### src/verilog/fpu_op_pkg.sv
// fpu operation package
// instruction field types, decoded operation codes and unit group codes
package fpu_op_pkg;

    typedef logic [2:0] format_t;       // instruction format from the main decoder
    typedef logic [3:0] funct7_code_t;  // compressed funct7
    typedef logic [2:0] funct3_t;
    typedef logic [4:0] rs2_sel_t;
    typedef logic [4:0] fpu_option_t;   // decoded op, layout x_gg_ss

    localparam format_t fmt_r  = 3'b000;    // register-register
    localparam format_t fmt_r4 = 3'b001;    // fused multiply-add, no unit here

    // compare group 1_10_xx
    localparam fpu_option_t opt_fle     = 5'b1_10_00;
    localparam fpu_option_t opt_flt     = 5'b1_10_01;
    localparam fpu_option_t opt_feq     = 5'b1_10_10;

    // min/max group 0_10_0x
    localparam fpu_option_t opt_fmin    = 5'b0_10_00;
    localparam fpu_option_t opt_fmax    = 5'b0_10_01;

    // sign injection and class share 0_11_xx
    localparam fpu_option_t opt_fsgnj   = 5'b0_11_00;
    localparam fpu_option_t opt_fsgnjn  = 5'b0_11_01;
    localparam fpu_option_t opt_fsgnjx  = 5'b0_11_10;
    localparam fpu_option_t opt_fclass  = 5'b0_11_11;

    localparam fpu_option_t opt_invalid = 5'b1_11_11;   // never starts the sequencer

    // which unit drives the output while ready is high
    typedef enum logic [1:0] {
        grp_none,
        grp_compare,        // feq/flt/fle and fmin/fmax
        grp_sign_class      // fsgnj* and fclass
    } unit_group_t;

endpackage

### src/verilog/fp_format_pkg.sv
// binary32 format package
// field widths, word types, fclass mask bit positions and the canonical quiet nan
package fp_format_pkg;

    localparam int exp_w = 8;                   // exponent field width
    localparam int man_w = 23;                  // stored mantissa, hidden bit not kept

    typedef logic [exp_w+man_w:0] fp_word_t;    // sign + exponent + mantissa
    typedef logic [exp_w-1:0]     fp_exp_t;
    typedef logic [man_w-1:0]     fp_man_t;

    // fclass result bits, one hot
    localparam int cls_neg_inf  = 0;
    localparam int cls_neg_norm = 1;
    localparam int cls_neg_sub  = 2;
    localparam int cls_neg_zero = 3;
    localparam int cls_pos_zero = 4;
    localparam int cls_pos_sub  = 5;
    localparam int cls_pos_norm = 6;
    localparam int cls_pos_inf  = 7;
    localparam int cls_snan     = 8;
    localparam int cls_qnan     = 9;            // top bit of the mask

    typedef logic [cls_qnan:0] class_mask_t;    // 10 bit fclass mask

    localparam fp_word_t canonical_nan = 32'h7fc0_0000;   // positive quiet nan, zero payload
    localparam int       quiet_bit     = man_w - 1;       // mantissa msb, set on qnan

endpackage
### src/verilog/fpu_misc_top.sv
`timescale 1ns/100ps
// non-arithmetic fpu top
// decoder, compare unit, sign/class unit and the handshake sequencer
module fpu_misc_top (
    input  logic                     clk,
    input  logic                     arst_n,
    input  logic                     start,
    input  fpu_op_pkg::format_t      format_type,
    input  logic [2:0]               sub_format_type,
    input  fpu_op_pkg::funct3_t      funct3,
    input  fpu_op_pkg::funct7_code_t funct7_out,
    input  fpu_op_pkg::rs2_sel_t     rs2_add,
    input  fp_format_pkg::fp_word_t  in1,
    input  fp_format_pkg::fp_word_t  in2,
    output logic                     ready,
    output fp_format_pkg::fp_word_t  out,
    output logic                     nv
);
    import fp_format_pkg::*;
    import fpu_op_pkg::*;

    fpu_option_t option;                // decoded op, shared by all blocks
    fp_word_t    cmp_result;
    fp_word_t    sc_result;
    logic        cmp_nv;

    fpu_op_decoder u_dec (
        .format_type     (format_type),
        .sub_format_type (sub_format_type),
        .funct3          (funct3),
        .funct7_out      (funct7_out),
        .rs2_add         (rs2_add),
        .option          (option)
    );

    fp_compare_unit u_cmp (
        .option (option),
        .in1    (in1),
        .in2    (in2),
        .result (cmp_result),
        .nv     (cmp_nv)
    );

    fp_sign_class_unit u_sc (
        .option (option),
        .in1    (in1),
        .in2    (in2),
        .result (sc_result)
    );

    fpu_sequencer u_seq (
        .clk        (clk),
        .arst_n     (arst_n),
        .start      (start),
        .option     (option),
        .cmp_result (cmp_result),
        .cmp_nv     (cmp_nv),
        .sc_result  (sc_result),
        .ready      (ready),
        .out        (out),
        .nv         (nv)
    );

endmodule

### src/verilog/fpu_sequencer.sv
`timescale 1ns/100ps
// fpu sequencer
// start/ready handshake, latches the unit group on start and muxes the result out
module fpu_sequencer (
    input  logic                    clk,
    input  logic                    arst_n,
    input  logic                    start,
    input  fpu_op_pkg::fpu_option_t option,
    input  fp_format_pkg::fp_word_t cmp_result,
    input  logic                    cmp_nv,
    input  fp_format_pkg::fp_word_t sc_result,
    output logic                    ready,
    output fp_format_pkg::fp_word_t out,
    output logic                    nv
);
    import fpu_op_pkg::*;

    typedef enum logic {
        st_idle,
        st_done
    } seq_state_t;

    seq_state_t  state, state_nxt;
    unit_group_t grp, grp_nxt;
    unit_group_t opt_grp;                           // group of the incoming option

    // group from the option's group bits, invalid maps to none
    always_comb begin
        if (option[3:2] == 2'b10)           opt_grp = grp_compare;     // 1_10 and 0_10
        else if (option[4:2] == 3'b011)     opt_grp = grp_sign_class;  // 0_11
        else                                opt_grp = grp_none;
    end

    always_comb begin
        state_nxt = state;
        grp_nxt   = grp;
        case (state)
            st_idle: begin
                if (start && (opt_grp != grp_none)) begin   // invalid op never leaves idle
                    state_nxt = st_done;
                    grp_nxt   = opt_grp;
                end
            end
            st_done: begin
                if (!start) begin                   // requester saw ready and let go
                    state_nxt = st_idle;
                    grp_nxt   = grp_none;
                end
            end
            default: begin
                state_nxt = st_idle;
                grp_nxt   = grp_none;
            end
        endcase
    end

    always_ff @(posedge clk or negedge arst_n) begin
        if (!arst_n) begin
            state <= st_idle;
            grp   <= grp_none;
        end else begin
            state <= state_nxt;
            grp   <= grp_nxt;
        end
    end

    assign ready = (state == st_done);

    // operands held by the requester, so units stay valid while in st_done
    always_comb begin
        out = '0;
        nv  = 1'b0;
        if (ready) begin
            case (grp)
                grp_compare: begin
                    out = cmp_result;
                    nv  = cmp_nv;
                end
                grp_sign_class: out = sc_result;   // never invalid
                default:        out = '0;
            endcase
        end
    end

endmodule

### src/verilog/fp_sign_class_unit.sv
`timescale 1ns/100ps
// fp sign injection and classify unit
// fsgnj/fsgnjn/fsgnjx keep in1's magnitude, fclass gives a one-hot class mask of in1
module fp_sign_class_unit (
    input  fpu_op_pkg::fpu_option_t option,
    input  fp_format_pkg::fp_word_t in1,
    input  fp_format_pkg::fp_word_t in2,
    output fp_format_pkg::fp_word_t result
);
    import fp_format_pkg::*;
    import fpu_op_pkg::*;

    logic        sign1, sign2;
    fp_exp_t     exp1;
    fp_man_t     man1;
    class_mask_t cls;

    assign sign1 = in1[exp_w+man_w];
    assign sign2 = in2[exp_w+man_w];
    assign exp1  = in1[man_w +: exp_w];
    assign man1  = in1[man_w-1:0];

    always_comb begin
        cls = '0;
        if (exp1 == '0) begin                       // zero or subnormal
            if (man1 == '0) cls[sign1 ? cls_neg_zero : cls_pos_zero] = 1'b1;
            else            cls[sign1 ? cls_neg_sub  : cls_pos_sub]  = 1'b1;
        end else if (exp1 == '1) begin              // inf or nan
            if (man1 == '0)          cls[sign1 ? cls_neg_inf : cls_pos_inf] = 1'b1;
            else if (man1[quiet_bit]) cls[cls_qnan] = 1'b1;   // nan sign ignored
            else                      cls[cls_snan] = 1'b1;
        end else begin
            cls[sign1 ? cls_neg_norm : cls_pos_norm] = 1'b1;
        end
    end

    always_comb begin
        case (option)
            opt_fsgnj:  result = {sign2, in1[exp_w+man_w-1:0]};
            opt_fsgnjn: result = {~sign2, in1[exp_w+man_w-1:0]};
            opt_fsgnjx: result = {sign1 ^ sign2, in1[exp_w+man_w-1:0]};
            opt_fclass: result = fp_word_t'(cls);  // zero-extended mask
            default:    result = '0;
        endcase
    end

endmodule

### src/verilog/fp_compare_unit.sv
`timescale 1ns/100ps
// fp compare unit
// feq/flt/fle and fmin/fmax on binary32 operands, with the invalid flag
module fp_compare_unit (
    input  fpu_op_pkg::fpu_option_t option,
    input  fp_format_pkg::fp_word_t in1,
    input  fp_format_pkg::fp_word_t in2,
    output fp_format_pkg::fp_word_t result,
    output logic                    nv
);
    import fp_format_pkg::*;
    import fpu_op_pkg::*;

    logic    sign1, sign2;
    fp_exp_t exp1, exp2;
    fp_man_t man1, man2;
    logic    nan1, nan2, snan1, snan2;
    logic    any_nan, any_snan;
    logic    eq, lt;

    assign sign1 = in1[exp_w+man_w];
    assign sign2 = in2[exp_w+man_w];
    assign exp1  = in1[man_w +: exp_w];
    assign exp2  = in2[man_w +: exp_w];
    assign man1  = in1[man_w-1:0];
    assign man2  = in2[man_w-1:0];

    assign nan1  = (exp1 == '1) && (man1 != '0);   // all-ones exponent, nonzero payload
    assign nan2  = (exp2 == '1) && (man2 != '0);
    assign snan1 = nan1 && !man1[quiet_bit];        // quiet bit clear -> signalling
    assign snan2 = nan2 && !man2[quiet_bit];

    assign any_nan  = nan1 | nan2;
    assign any_snan = snan1 | snan2;

    assign eq = (in1 == in2);                       // bit equality, -0 and +0 differ

    // magnitude compare on {exp, man}, order flips for negatives
    always_comb begin
        if (sign1 != sign2) begin
            lt = sign1;                             // negative one is smaller
        end else if ({exp1, man1} == {exp2, man2}) begin
            lt = 1'b0;                              // equal is never less
        end else begin
            lt = sign1 ^ ({exp1, man1} < {exp2, man2});
        end
    end

    always_comb begin
        result = '0;
        nv     = 1'b0;
        case (option)
            opt_feq: begin
                result = fp_word_t'(eq && !any_nan);
                nv     = any_snan;                  // quiet compare
            end
            opt_flt: begin
                result = fp_word_t'(lt && !any_nan);
                nv     = any_nan;                   // signalling compare
            end
            opt_fle: begin
                result = fp_word_t'((lt || eq) && !any_nan);
                nv     = any_nan;
            end
            opt_fmin: begin
                if (nan1 && nan2)  result = canonical_nan;
                else if (nan1)     result = in2;    // single nan passes the other
                else if (nan2)     result = in1;
                else               result = (lt || eq) ? in1 : in2;
                nv = any_snan;
            end
            opt_fmax: begin
                if (nan1 && nan2)  result = canonical_nan;
                else if (nan1)     result = in2;
                else if (nan2)     result = in1;
                else               result = lt ? in2 : in1;
                nv = any_snan;
            end
            default: begin
                result = '0;                        // other groups not served here
                nv     = 1'b0;
            end
        endcase
    end

endmodule

### src/verilog/fpu_op_decoder.sv
`timescale 1ns/100ps
// fpu op decoder
// maps format, funct7 code, funct3 and rs2 to an fpu_option code, combinational
module fpu_op_decoder (
    input  fpu_op_pkg::format_t      format_type,
    input  logic [2:0]               sub_format_type,
    input  fpu_op_pkg::funct3_t      funct3,
    input  fpu_op_pkg::funct7_code_t funct7_out,
    input  fpu_op_pkg::rs2_sel_t     rs2_add,
    output fpu_op_pkg::fpu_option_t  option
);
    import fpu_op_pkg::*;

    localparam funct7_code_t f7_sign   = 4'b0111;   // funct7 0010000
    localparam funct7_code_t f7_minmax = 4'b1000;   // funct7 0010100
    localparam funct7_code_t f7_class  = 4'b1011;   // funct7 1110000
    localparam funct7_code_t f7_cmp    = 4'b1101;   // funct7 1010000

    always_comb begin
        option = opt_invalid;                           // default for every unknown code
        case (format_type)
            fmt_r: begin
                if (sub_format_type == 3'b000) begin    // sub-format only meaningful for r4
                    case (funct7_out)
                        f7_sign: begin
                            case (funct3)
                                3'b000:  option = opt_fsgnj;
                                3'b001:  option = opt_fsgnjn;
                                3'b010:  option = opt_fsgnjx;
                                default: option = opt_invalid;
                            endcase
                        end
                        f7_minmax: begin
                            case (funct3)
                                3'b000:  option = opt_fmin;
                                3'b001:  option = opt_fmax;
                                default: option = opt_invalid;
                            endcase
                        end
                        f7_cmp: begin
                            case (funct3)
                                3'b000:  option = opt_fle;
                                3'b001:  option = opt_flt;
                                3'b010:  option = opt_feq;
                                default: option = opt_invalid;
                            endcase
                        end
                        f7_class: begin
                            // rs2 must be x0 for fclass
                            if ((funct3 == 3'b001) && (rs2_add == '0)) begin
                                option = opt_fclass;
                            end
                        end
                        default: option = opt_invalid;  // arithmetic and convert codes land here
                    endcase
                end
            end
            fmt_r4:  option = opt_invalid;              // no fused multiply-add unit
            default: option = opt_invalid;              // i/s types belong to the lsu
        endcase
    end

endmodule

### config.mk
export PLATFORM = sky130hd
export DESIGN_NAME = fpu_misc_top
export DESIGN_NICKNAME = d
export VERILOG_FILES = /design/src/verilog/fpu_op_pkg.sv /design/src/verilog/fp_format_pkg.sv /design/src/verilog/fpu_misc_top.sv /design/src/verilog/fpu_sequencer.sv /design/src/verilog/fp_sign_class_unit.sv /design/src/verilog/fp_compare_unit.sv /design/src/verilog/fpu_op_decoder.sv
export SDC_FILE = /design/constraint.sdc
export NUM_CORES = 1
export LEC_CHECK = 0
export BUFFER_PORTS_ARGS = -buffer_cell sky130_fd_sc_hd__clkbuf_2
export CAP_MARGIN = 20
export CELL_PAD_IN_SITES_DETAIL_PLACEMENT = 1
export CELL_PAD_IN_SITES_GLOBAL_PLACEMENT = 1
export CORE_MARGIN = 4
export CORE_UTILIZATION = 31
export DETAILED_ROUTE_END_ITERATION = 10
export GPL_TIMING_DRIVEN = 0
export PLACE_DENSITY = 0.92
export SKIP_LAST_GASP = 1
export SLEW_MARGIN = 20
export SYNTH_ARGS = -nofsm -noshare
export SYNTH_HDL_FRONTEND = slang
export SYNTH_SLANG_ARGS = --single-unit
### constraint.sdc
create_clock -name clk -period 7.5 [get_ports clk]
set_clock_uncertainty 0.05 [all_clocks]
set_input_delay 2.25 -clock clk [delete_from_list [all_inputs] [get_ports clk]]
set_output_delay 2.25 -clock clk [all_outputs]
set_load 0.03 [all_outputs]
==> Word level (Yosys, flattened, before mapping) <==
Index checks and enable logic that the tools add are counted.
{ "classes": {"n_eq_ne": 26, "div": 0, "n_reduce_logical": 30, "add_sub_neg": 0, "n_lt_le_gt_ge": 9, "mul": 0, "n_mux": 51, "n_bitwise": 6, "shifts": 0} }
{ "op_table": {"columns": ["cell", "count"], "rows": [
  ["$mux 32", 9],
  ["$pmux 32 s5", 1],
  ["$ge 32x1->1 const B", 4],
  ["$lt 32x6->1 const B", 4],
  ["$pmux 32 s4", 1],
  ["$pmux 32 s2", 1],
  ["$reduce_bool 23->1", 2],
  ["$eq 32x32->1", 1],
  ["$eq 31x31->1", 1],
  ["$lt 31x31->1", 1],
  ["$eq 5x4->1 const B", 6],
  ["$mux 10", 3],
  ["$logic_not 23->1", 1],
  ["$pmux 5 s4", 1],
  ["$demux 1 s4", 4],
  ["$eq 8x8->1 const B", 2],
  ["$eq 5x5->1 const B", 3],
  ["$mux 5", 3],
  ["$pmux 5 s3", 1],
  ["$logic_and 1x1->1", 14],
  ["$eq 4x4->1 const B", 3],
  ["$mux 1", 12],
  ["$mux 3", 4],
  ["$mux 2", 5],
  ["other kinds (25)", 35]
]} }
{ "word_totals": {"mem_bits_ro": 0, "input_bits": 85, "latchBits": 0, "ramBits": 0, "out_inout_bits": 34, "reg_bits": 3, "mem_count": 0} }

==> Logic depth before layout (Yosys ltp) <==
Gate-level depths: netlist of run 1.
{ "depth": {"word_depth": 13, "ltp_mapped": 11, "mapped_depth_nobuf": 10} }

==> Hierarchy <==
From an unflattened synthesis of run 1, not the netlist that was laid out.
{ "unflattened": {"hier_cells": 453, "hier_area_um2": 2866.5} }
{ "modules_own_cells": {"columns": ["mod", "instances", "cells_each", "area_per_inst_um2", "seq_area_each_um2"], "rows": [
  ["fp_compare_unit", 1, 259, 1629.1, 0.0],
  ["fpu_sequencer", 1, 97, 615.6, 75.1],
  ["fp_sign_class_unit", 1, 65, 422.9, 0.0],
  ["fpu_op_decoder", 1, 32, 198.9, 0.0]
]} }

==> Least setup slack after synthesis of run 1 <==
OpenSTA, ideal clock, no wires.
{ "synth_path": {"path_kind": "in2out", "from": "in in2[4]", "to": "out out[1]", "slack_ps": 418, "arrival_ps": 4782, "stages": 10, "path_buffers": 0, "path_cell_list": "inv_1 -> ha_1 -> a211oi_1 -> nor2_1 -> o31a_1 -> o41a_1 -> a2111o_1 -> a21o_1 -> and2_1 -> o221ai_1"} }
{ "synth_between": {"elab_chain_len": 12, "elab_cells_between_ends": 21, "classes_between": "order compare (1); eq/ne (2); mux (13); bitwise (1); reduce/logical (4)"} }
{ "synth_lines": {"columns": ["element", "line", "text"], "rows": [
  ["from (decl)", "fpu_misc_top.sv:14", "input fp_format_pkg::fp_word_t in2,"],
  ["$lt 31x31->1", "fp_compare_unit.sv:45", "lt = sign1 ^ ({exp1, man1} < {exp2, man2});"],
  ["$xor 1x1->1", "fp_compare_unit.sv:45", null],
  ["$mux 1", "fp_compare_unit.sv:42", "end else if ({exp1, man1} == {exp2, man2}) begin"],
  ["$mux 1", "fp_compare_unit.sv:40", "if (sign1 != sign2) begin"],
  ["$logic_or 1x1->1", "fp_compare_unit.sv:69", "else result = (lt || eq) ? in1 : in2;"],
  ["$mux 32", "fp_compare_unit.sv:69", null],
  ["$mux 32", "fp_compare_unit.sv:68", "else if (nan2) result = in1;"],
  ["$mux 32", "fp_compare_unit.sv:67", "else if (nan1) result = in2;"],
  ["$mux 32", "fp_compare_unit.sv:66", "if (nan1 && nan2) result = canonical_nan;"],
  ["$pmux 32 s5 *", "fp_compare_unit.sv:52", "case (option)"],
  ["$pmux 32 s2 *", "fpu_sequencer.sv:74", "case (grp)"],
  ["$mux 32 *", "fpu_sequencer.sv:73", "if (ready) begin"],
  ["to (decl)", "fpu_misc_top.sv:16", "output fp_format_pkg::fp_word_t out,"]
]} }
Every way passes the cells marked *; elsewhere a longest branch is shown, timed or not.

==> Worst setup path in the final report of run 1 <==
{ "layout_path": {"from": "in in2[4]", "to": "out out[20]"} }
Same word-level chain as after synthesis.

==> reports/results.tsv, run 1 <==
stage	metric	value	unit
status	status	complete, but fails checks	
status	violations	negative setup slack	
route	vias	3347	
min_path	min_path_type	reg2reg	
global_route	busiest_layer	met2	
route	dr.pass1.iters	5	
die	initial_utilization	32.3	%
die	fp.dieH	92.6	um
layout	nNetsFinal	572	
layout	drive_gt1_share	34.1	%
placed_design	placed_cell_area	2920	um^2
global_route	grt_pass1_wl	16.4	mm
yosys	ys.warnings.count	0	
flow_run	cap_violations	0	
global_route	grt_usage	23.2	%
clocking	cts_tree	yes	
sta	grt_setup_unrepaired	yes	
critical_path	cp.buffers_inverters	5	
die	coreArea	6870	um^2
route	wl_per_cell	20.4	um
critical_path	r2r_slack	6.35	ns
clocking	htree_levels	1	
yosys	ys.flop_type	dfrtp_1	
critical_path	rr_worst_depth	4	
critical_path	cpLargestDelayFamily	compound AO/OA/AOI/OAI gates	
layout	areaGrowthSynthToFinish	43.2	%
yosys	synth_fp_nets	437	
yosys	synthCells	318	
yosys	seq_area_frac_synth	3.39	%
route	viasPerCell	6.11	
yosys	synth-seq-cells	3	
global_route	grt_use_met3	3.33	%
critical_path	worst_ep_required_time	5.20	ns
yosys	synthArstFlopShare	100	%
critical_path	max_stage_delay	0.40	ns
yosys	ys_top_cells_by_area	ha_1 19%, a32o_1 10%, inv_1 7.3%	
clocking	path_clk_slew	0.03	ns
sta	fmax	133	MHz
die	die-area	8570	um^2
power_and_ir_drop	vdd_ir_drop_max	40.3	uV
placed_design	gp_congestion	0.910	
clocking	clockRootBuffer	clkbuf_8	
sta	slew_viol_final	0	
clocking	clock_latency	0.22	ns
global_route	global_route.usage.met2	43.3	%
yosys	yosys-top-cells-count	43 x inv_1, 34 x ha_1, 29 x nand2_1	
critical_path	criticalPathCategory	in2out	
critical_path	r2r_end	u_seq.grp[1]$_DFFE_PN0P_	
yosys	synth_top_area_share	19.2	%
clocking	cts_buffers	3	
critical_path	path_cells	clkbuf_2, inv_1, ha_1, a211oi_2, nor2_1, o31a_1, o41a_1, buf_4, o221ai_4, nand3_4, o21ai_4, buf_6, a32o_1, buf_2	
sta	worst_slew_pin_slew	0.903	ns
route	wirelength	11.2	mm
die	fp-row-count	30	
layout	final_area	3170	um^2
die	die_x	92.6	um
yosys	synth.distinct_cells	60	
clocking	cts_sinks	3	
sta	maxSlewHeadroom	39.4	%
yosys	synth.avg_cell_area	6.97	um^2
placed_design	post-place-cells	531	
critical_path	endpoint	out[20]	
placed_design	io_buffers	117	
global_route	grt_max_degree	11	
critical_path	cp_data_arrival_time	5.25	ns
sta	min_period_over_period	101	%
layout	instances_no_fill	548	
global_route	antenna_found_initial	0	
critical_path	startpoint	in2[4]	
sta	final.min_clock_period	7.55	ns
critical_path	end_kind	output port	
yosys	yosys.area.top_type	ha_1	
global_route	use_met1	26.9	%
layout	antennaDiodeCount	0	
critical_path	crit_cells	14	
yosys	synth-edff-count	0	
sta	layout_setup_ws	-0.0455	ns
placed_design	dp_hpwl	8.41	mm
power_and_ir_drop	power_density	63.3	nW/um^2
route	antenna_left	0	
critical_path	r2r_start	u_seq.ready$_DFF_PN0_	
sta	setup_violations	17	
sta	setup-tns-final	-0.277	ns
route	drc	0	
yosys	yosysMostFrequentCell	inv_1	
critical_path	path_max_fanout	5	
critical_path	worst_path_max_delay_cell	o41a_1	
sta	final_hold_viol_count	0	
route	drt_iter0_drc	256	
yosys	syn-cell-area	2220	um^2
power_and_ir_drop	p_leak	0.00154	uW
global_route	grt_pass1_vias	3451	
critical_path	critPathLaunchType	input port	
die	ioPinCount	119	
global_route	grt_overflow	0	
power_and_ir_drop	power.total	201	uW
clocking	clockBufferDepth	2	
==> how the worst min path moves through the flow <==
| stage | slack [ns] | depth (start not counted) | end | start |
|---|---|---|---|---|
| final | 0.55 | 1 | u_seq.grp[1]$_DFFE_PN0P_ | u_seq.grp[1]$_DFFE_PN0P_ |
| after global routing | 0.57 | 1 | u_seq.grp[1]$_DFFE_PN0P_ | u_seq.grp[1]$_DFFE_PN0P_ |
| after CTS | 0.54 | 1 | u_seq.grp[1]$_DFFE_PN0P_ | u_seq.grp[1]$_DFFE_PN0P_ |
| after detailed placement | 0.53 | 1 | u_seq.grp[1]$_DFFE_PN0P_ | u_seq.grp[1]$_DFFE_PN0P_ |
| after global placement | 0.52 | 1 | u_seq.grp[1]$_DFFE_PN0P_ | u_seq.grp[1]$_DFFE_PN0P_ |
| after floorplan | 0.48 | 1 | u_seq.grp[1]$_DFFE_PN0P_ | u_seq.grp[1]$_DFFE_PN0P_ |
==> cells in the final DEF (no fill, tap or decap), drive strengths merged, types with 3 or more instances in the layout <==
cell / n
a21o: 3
a21oi: 18
a221o: 3
a221oi: 3
a31oi: 3
a32o: 23
and2: 3
and3: 3
buf: 30
clkbuf: 112
dfrtp: 3
ha: 34
inv: 43
nand2: 29
nand3: 10
nand3b: 4
nand4: 16
nand4b: 3
nor2: 21
nor2b: 3
nor3: 12
nor4: 13
o211ai: 3
o21ai: 12
o221ai: 7
o22ai: 3
==> report_power, final <==
part	total (uW)	switching, uW	internal [uW]
Clock	49.4	13.0	36.5
Combinational	131	74.2	56.7
Sequential	20.5	2.20	18.3
Total	201	89.4	111
==> area by class of cell <==
| cell class | instances | area [um^2] |
|---|---|---|
| buffer | 8 | 55.1 |
| clock buffer | 4 | 45.0 |
| fill | 943 | 3690 |
| inverter | 43 | 161 |
| multi-input combinational | 264 | 2000 |
| sequential | 3 | 75.1 |
| tap | 96 | 120 |
| timing repair buffer | 130 | 718 |
==> logic make-up after synthesis <==
| logic type | synth area share [%] |
|---|---|
| buffers and inverters | 9.20 |
| AND/OR/NAND/NOR | 31.8 |
| XOR/XNOR | 1.19 |
| flip-flops | 3.39 |
| multiplexers | 0.903 |
| AO/OA/AOI/OAI | 34.4 |
| adder cells (fa/ha/maj) | 19.2 |
==> flip-flops by register name (all words and copies together), names as in the netlist <==
name	flops
u_seq.grp	2
u_seq.ready	1
==> routing by layer <==
metal  routed length, um  vias to the layer above  share of wire, %
met1                4480                     1623                40
met5                   0                        -                 0
met4                 303                        0               2.7
li1                    -                     1523                 -
met2                5640                      162                51
met3                 739                       39               6.6
==> repair_timing <==
action | 4_1_cts | 5_1_grt
resized for setup | 7 | 46
cloned | 0 | 2
setup buffers | 4 | 7
pin swaps | 3 | 4
setup endpoints to repair | 20 | 30
endpoints found under the hold margin | 0 | 0
hold buffers | 0 | 0
==> through the flow <==
step                worst slack [ns]  hold slack, ns  util [%]
floorplan                      0.418           0.476         -
global placement              -0.153           0.521      42.6
detailed placement            -0.242           0.528      42.6
CTS                           0.0589           0.538      44.2
global route                 -0.0895           0.567      46.2
finish                       -0.0455           0.546      46.2
Note: power is estimated with default switching activity, not from simulation.
==> run 2, diff against run 1 <==
--- a/config.mk
+++ b/config.mk
@@ -7,7 +7,7 @@
 export LEC_CHECK = 0
 export BUFFER_PORTS_ARGS = -buffer_cell sky130_fd_sc_hd__clkbuf_2
 export CAP_MARGIN = 20
-export CELL_PAD_IN_SITES_DETAIL_PLACEMENT = 1
+export CELL_PAD_IN_SITES_DETAIL_PLACEMENT = 0
 export CELL_PAD_IN_SITES_GLOBAL_PLACEMENT = 1
 export CORE_MARGIN = 4
 export CORE_UTILIZATION = 31
==> run 2 against run 1 <==
The run now ends clean. Register-to-register slack better by 0.06 ns. Clock-buffer cell count unchanged. Via count shrank 8.3%. First-iteration DRC count fell by 42%. Critical path depth shrank 1. Critical endpoint is now out[9]. Sequential share of layout area rose by 0.088 points. Non-clock buffer count shrank 10. Sequential power barely moved. Setup slack improved by 0.093 ns. Worst hold slack got worse by 0.016 ns.
==> reports/results.tsv, run 2 (synthesis results as in run 1) <==
stage	metric	value	unit
status	status	finished clean	
clocking	cts_tree	yes	
power_and_ir_drop	power_density	59.4	nW/um^2
layout	nNetsFinal	562	
layout	top_register	u_seq.grp	
critical_path	criticalPathCategory	in2out	
placed_design	io_buffers	117	
sta	final_hold_viol_count	0	
route	viasPerCell	5.70	
min_path	hold_depth	1	
layout	layout_common_cells	107 x clkbuf_2, 43 x inv_1, 34 x ha_1, 29 x nand2_1, 23 x a32o_1	
layout	n_fill_cell	757	
flow_run	cap_violations	0	
sta	holdWs	0.530	ns
min_path	min_from	u_seq.grp[1]$_DFFE_PN0P_	
layout	layout_commonest_cell	clkbuf_2	
power_and_ir_drop	p_int	104	uW
power_and_ir_drop	vdd_ir_drop_max	32.6	uV
die	ioPinCount	119	
sta	slew_viol_final	0	
die	fp-row-count	30	
critical_path	r2r_slack	6.41	ns
critical_path	end_kind	output port	
min_path	hold_end	u_seq.grp[1]$_DFFE_PN0P_	
critical_path	worst_path_max_delay_cell	o41a_1	
min_path	min_path_type	reg2reg	
route	wl_per_cell	15.7	um
die	fp.dieH	92.6	um
clocking	clockBufferDepth	2	
route	drt_iter0_drc	148	
sta	fmax	134	MHz
sta	min_period_over_period	99.4	%
critical_path	cpLargestDelayFamily	compound AO/OA/AOI/OAI gates	
global_route	grt_pass1_wl	13.2	mm
sta	setup_violations	0	
global_route	grt_max_degree	11	
layout	drive_gt1_share	31.9	%
die	coreArea	6870	um^2
critical_path	critPathLaunchType	input port	
power_and_ir_drop	p_leak	0.00148	uW
critical_path	r2r_start	u_seq.ready$_DFF_PN0_	
clocking	clock_latency	0.22	ns
route	antenna_left	0	
route	vias	3068	
critical_path	path_cells	clkbuf_2, inv_1, ha_1, a211oi_1, nor2_1, o31a_1, o41a_1, a2111o_1, a21o_1, a21oi_4, buf_4, a221o_1, clkbuf_2	
clocking	cts_sinks	3	
placed_design	gp_congestion	0.910	
placed_design	dp_hpwl	7.08	mm
power_and_ir_drop	power.total	182	uW
critical_path	cp.buffers_inverters	4	
die	initial_utilization	32.3	%
layout	areaGrowthSynthToFinish	38.0	%
critical_path	path_max_fanout	4	
global_route	antenna_found_initial	0	
die	die-area	8570	um^2
global_route	grt_pass1_vias	2824	
power_and_ir_drop	p_comb_share	62.6	%
sta	grt_setup_unrepaired	yes	
layout	antennaDiodeCount	0	
critical_path	path_common_cell	clkbuf_2	
die	die_x	92.6	um
sta	final.min_clock_period	7.45	ns
power_and_ir_drop	seqPwrFrac	11.2	%
clocking	cts_buffers	3	
global_route	grt_usage	18.3	%
clocking	htree_levels	1	
route	drc	0	
critical_path	worst_ep_required_time	5.20	ns
power_and_ir_drop	p_sw	77.4	uW
power_and_ir_drop	clockPowerShare	26.2	%
sta	maxSlewHeadroom	49.1	%
layout	multi_input_area	1980	um^2
power_and_ir_drop	swShare	42.6	%
sta	setup-tns-final	0	ns
route	wirelength	8.44	mm
critical_path	cp_data_arrival_time	5.15	ns
critical_path	rr_worst_depth	4	
sta	worst_slew_pin_slew	0.758	ns
route	dr.pass1.iters	5	
clocking	clockRootBuffer	clkbuf_8	
critical_path	r2r_end	u_seq.grp[1]$_DFFE_PN0P_	
layout	seq_area	75.1	um^2
layout	largest_reg_flops	2	
global_route	grt_overflow	0	
clocking	path_clk_slew	0.03	ns
critical_path	max_stage_delay	0.51	ns
run 2: changes by cell type in the layout (fill, tap and decap cells not counted):
cell / delta
clkbuf_4: +5
a211oi_1: +1
o21ai_2: -1
a31oi_4: -1
a211oi_2: -1
buf_4: -13
o22a_2: -1
buf_6: -4
buf_2: -5
a31oi_2: +1
o21ai_1: +1
o22a_1: +1
clkbuf_2: +7
run 2: worst reg2reg max path, cell delays in order (launching register included):
cell and delay [ns]:
dfrtp_1 0.40, inv_1 0.13, nand3_1 0.09, o21ai_0 0.08, a32o_1 0.21
run 2: layer usage:
metal | global-route usage (%) | routed length [um] | up-vias
met5 | 0 | 0 | -
met4 | 3.71 | 111 | 0
met3 | 2.03 | 685 | 19
met2 | 30.2 | 3870 | 140
met1 | 25.6 | 3780 | 1413
li1 | - | - | 1496
run 2: what timing repair did:
action | 4_1_cts | 5_1_grt
resized for setup | 5 | 24
buffers inserted | 0 | 3
hold buffers | 0 | 0
pin swaps | 0 | 2
setup endpoints to repair | 20 | 22
run 2: area by class of cell:
| cell class | count | share of cell area, % |
|---|---|---|
| Multi-Input combinational cell | 264 | 64.7 |
| Tap cell | 96 | 3.92 |
| Sequential cell | 3 | 2.45 |
| Inverter | 43 | 5.27 |
| Timing Repair Buffer | 120 | 20.6 |
| Buffer | 8 | 1.55 |
| Clock buffer | 4 | 1.47 |
run 2: worst max-delay path by stage:
| stage | cells after the start | slack, ns | start | endpoint |
|---|---|---|---|---|
| 6_report | 13 | 0.05 | in2[4] | out[9] |
| 5_1_grt | 13 | -0.04 | in2[4] | out[9] |
| 4_1_cts | 13 | 0.03 | in2[4] | out[12] |
| 3_5_place_dp | 13 | -0.14 | in2[22] | out[22] |
| 3_3_place_gp | 13 | -0.15 | in2[22] | out[30] |
| 2_1_floorplan | 10 | 0.42 | in2[4] | out[1] |
run 2: stage by stage:
stage | worst slack (ns) | std cells | util [%] | area (um^2)
floorplan | 0.418 | 318 | - | 2220
global placement | -0.153 | 531 | 42.6 | 2920
detailed placement | -0.144 | 531 | 42.6 | 2920
CTS | 0.0279 | 535 | 43.7 | 3000
global route | -0.0369 | 538 | 44.6 | 3060
finish | 0.0479 | 538 | 44.6 | 3060
run 2: power by group through the flow:
stage	sequential [uW]	clock [uW]	combinational [uW]
2_1_floorplan	19.9	0	60.6
3_3_place_gp	20.4	0	107
3_5_place_dp	20.5	0	109
4_1_cts	20.3	48.5	112
5_1_grt	20.8	50.1	129
6_report	20.4	47.7	114
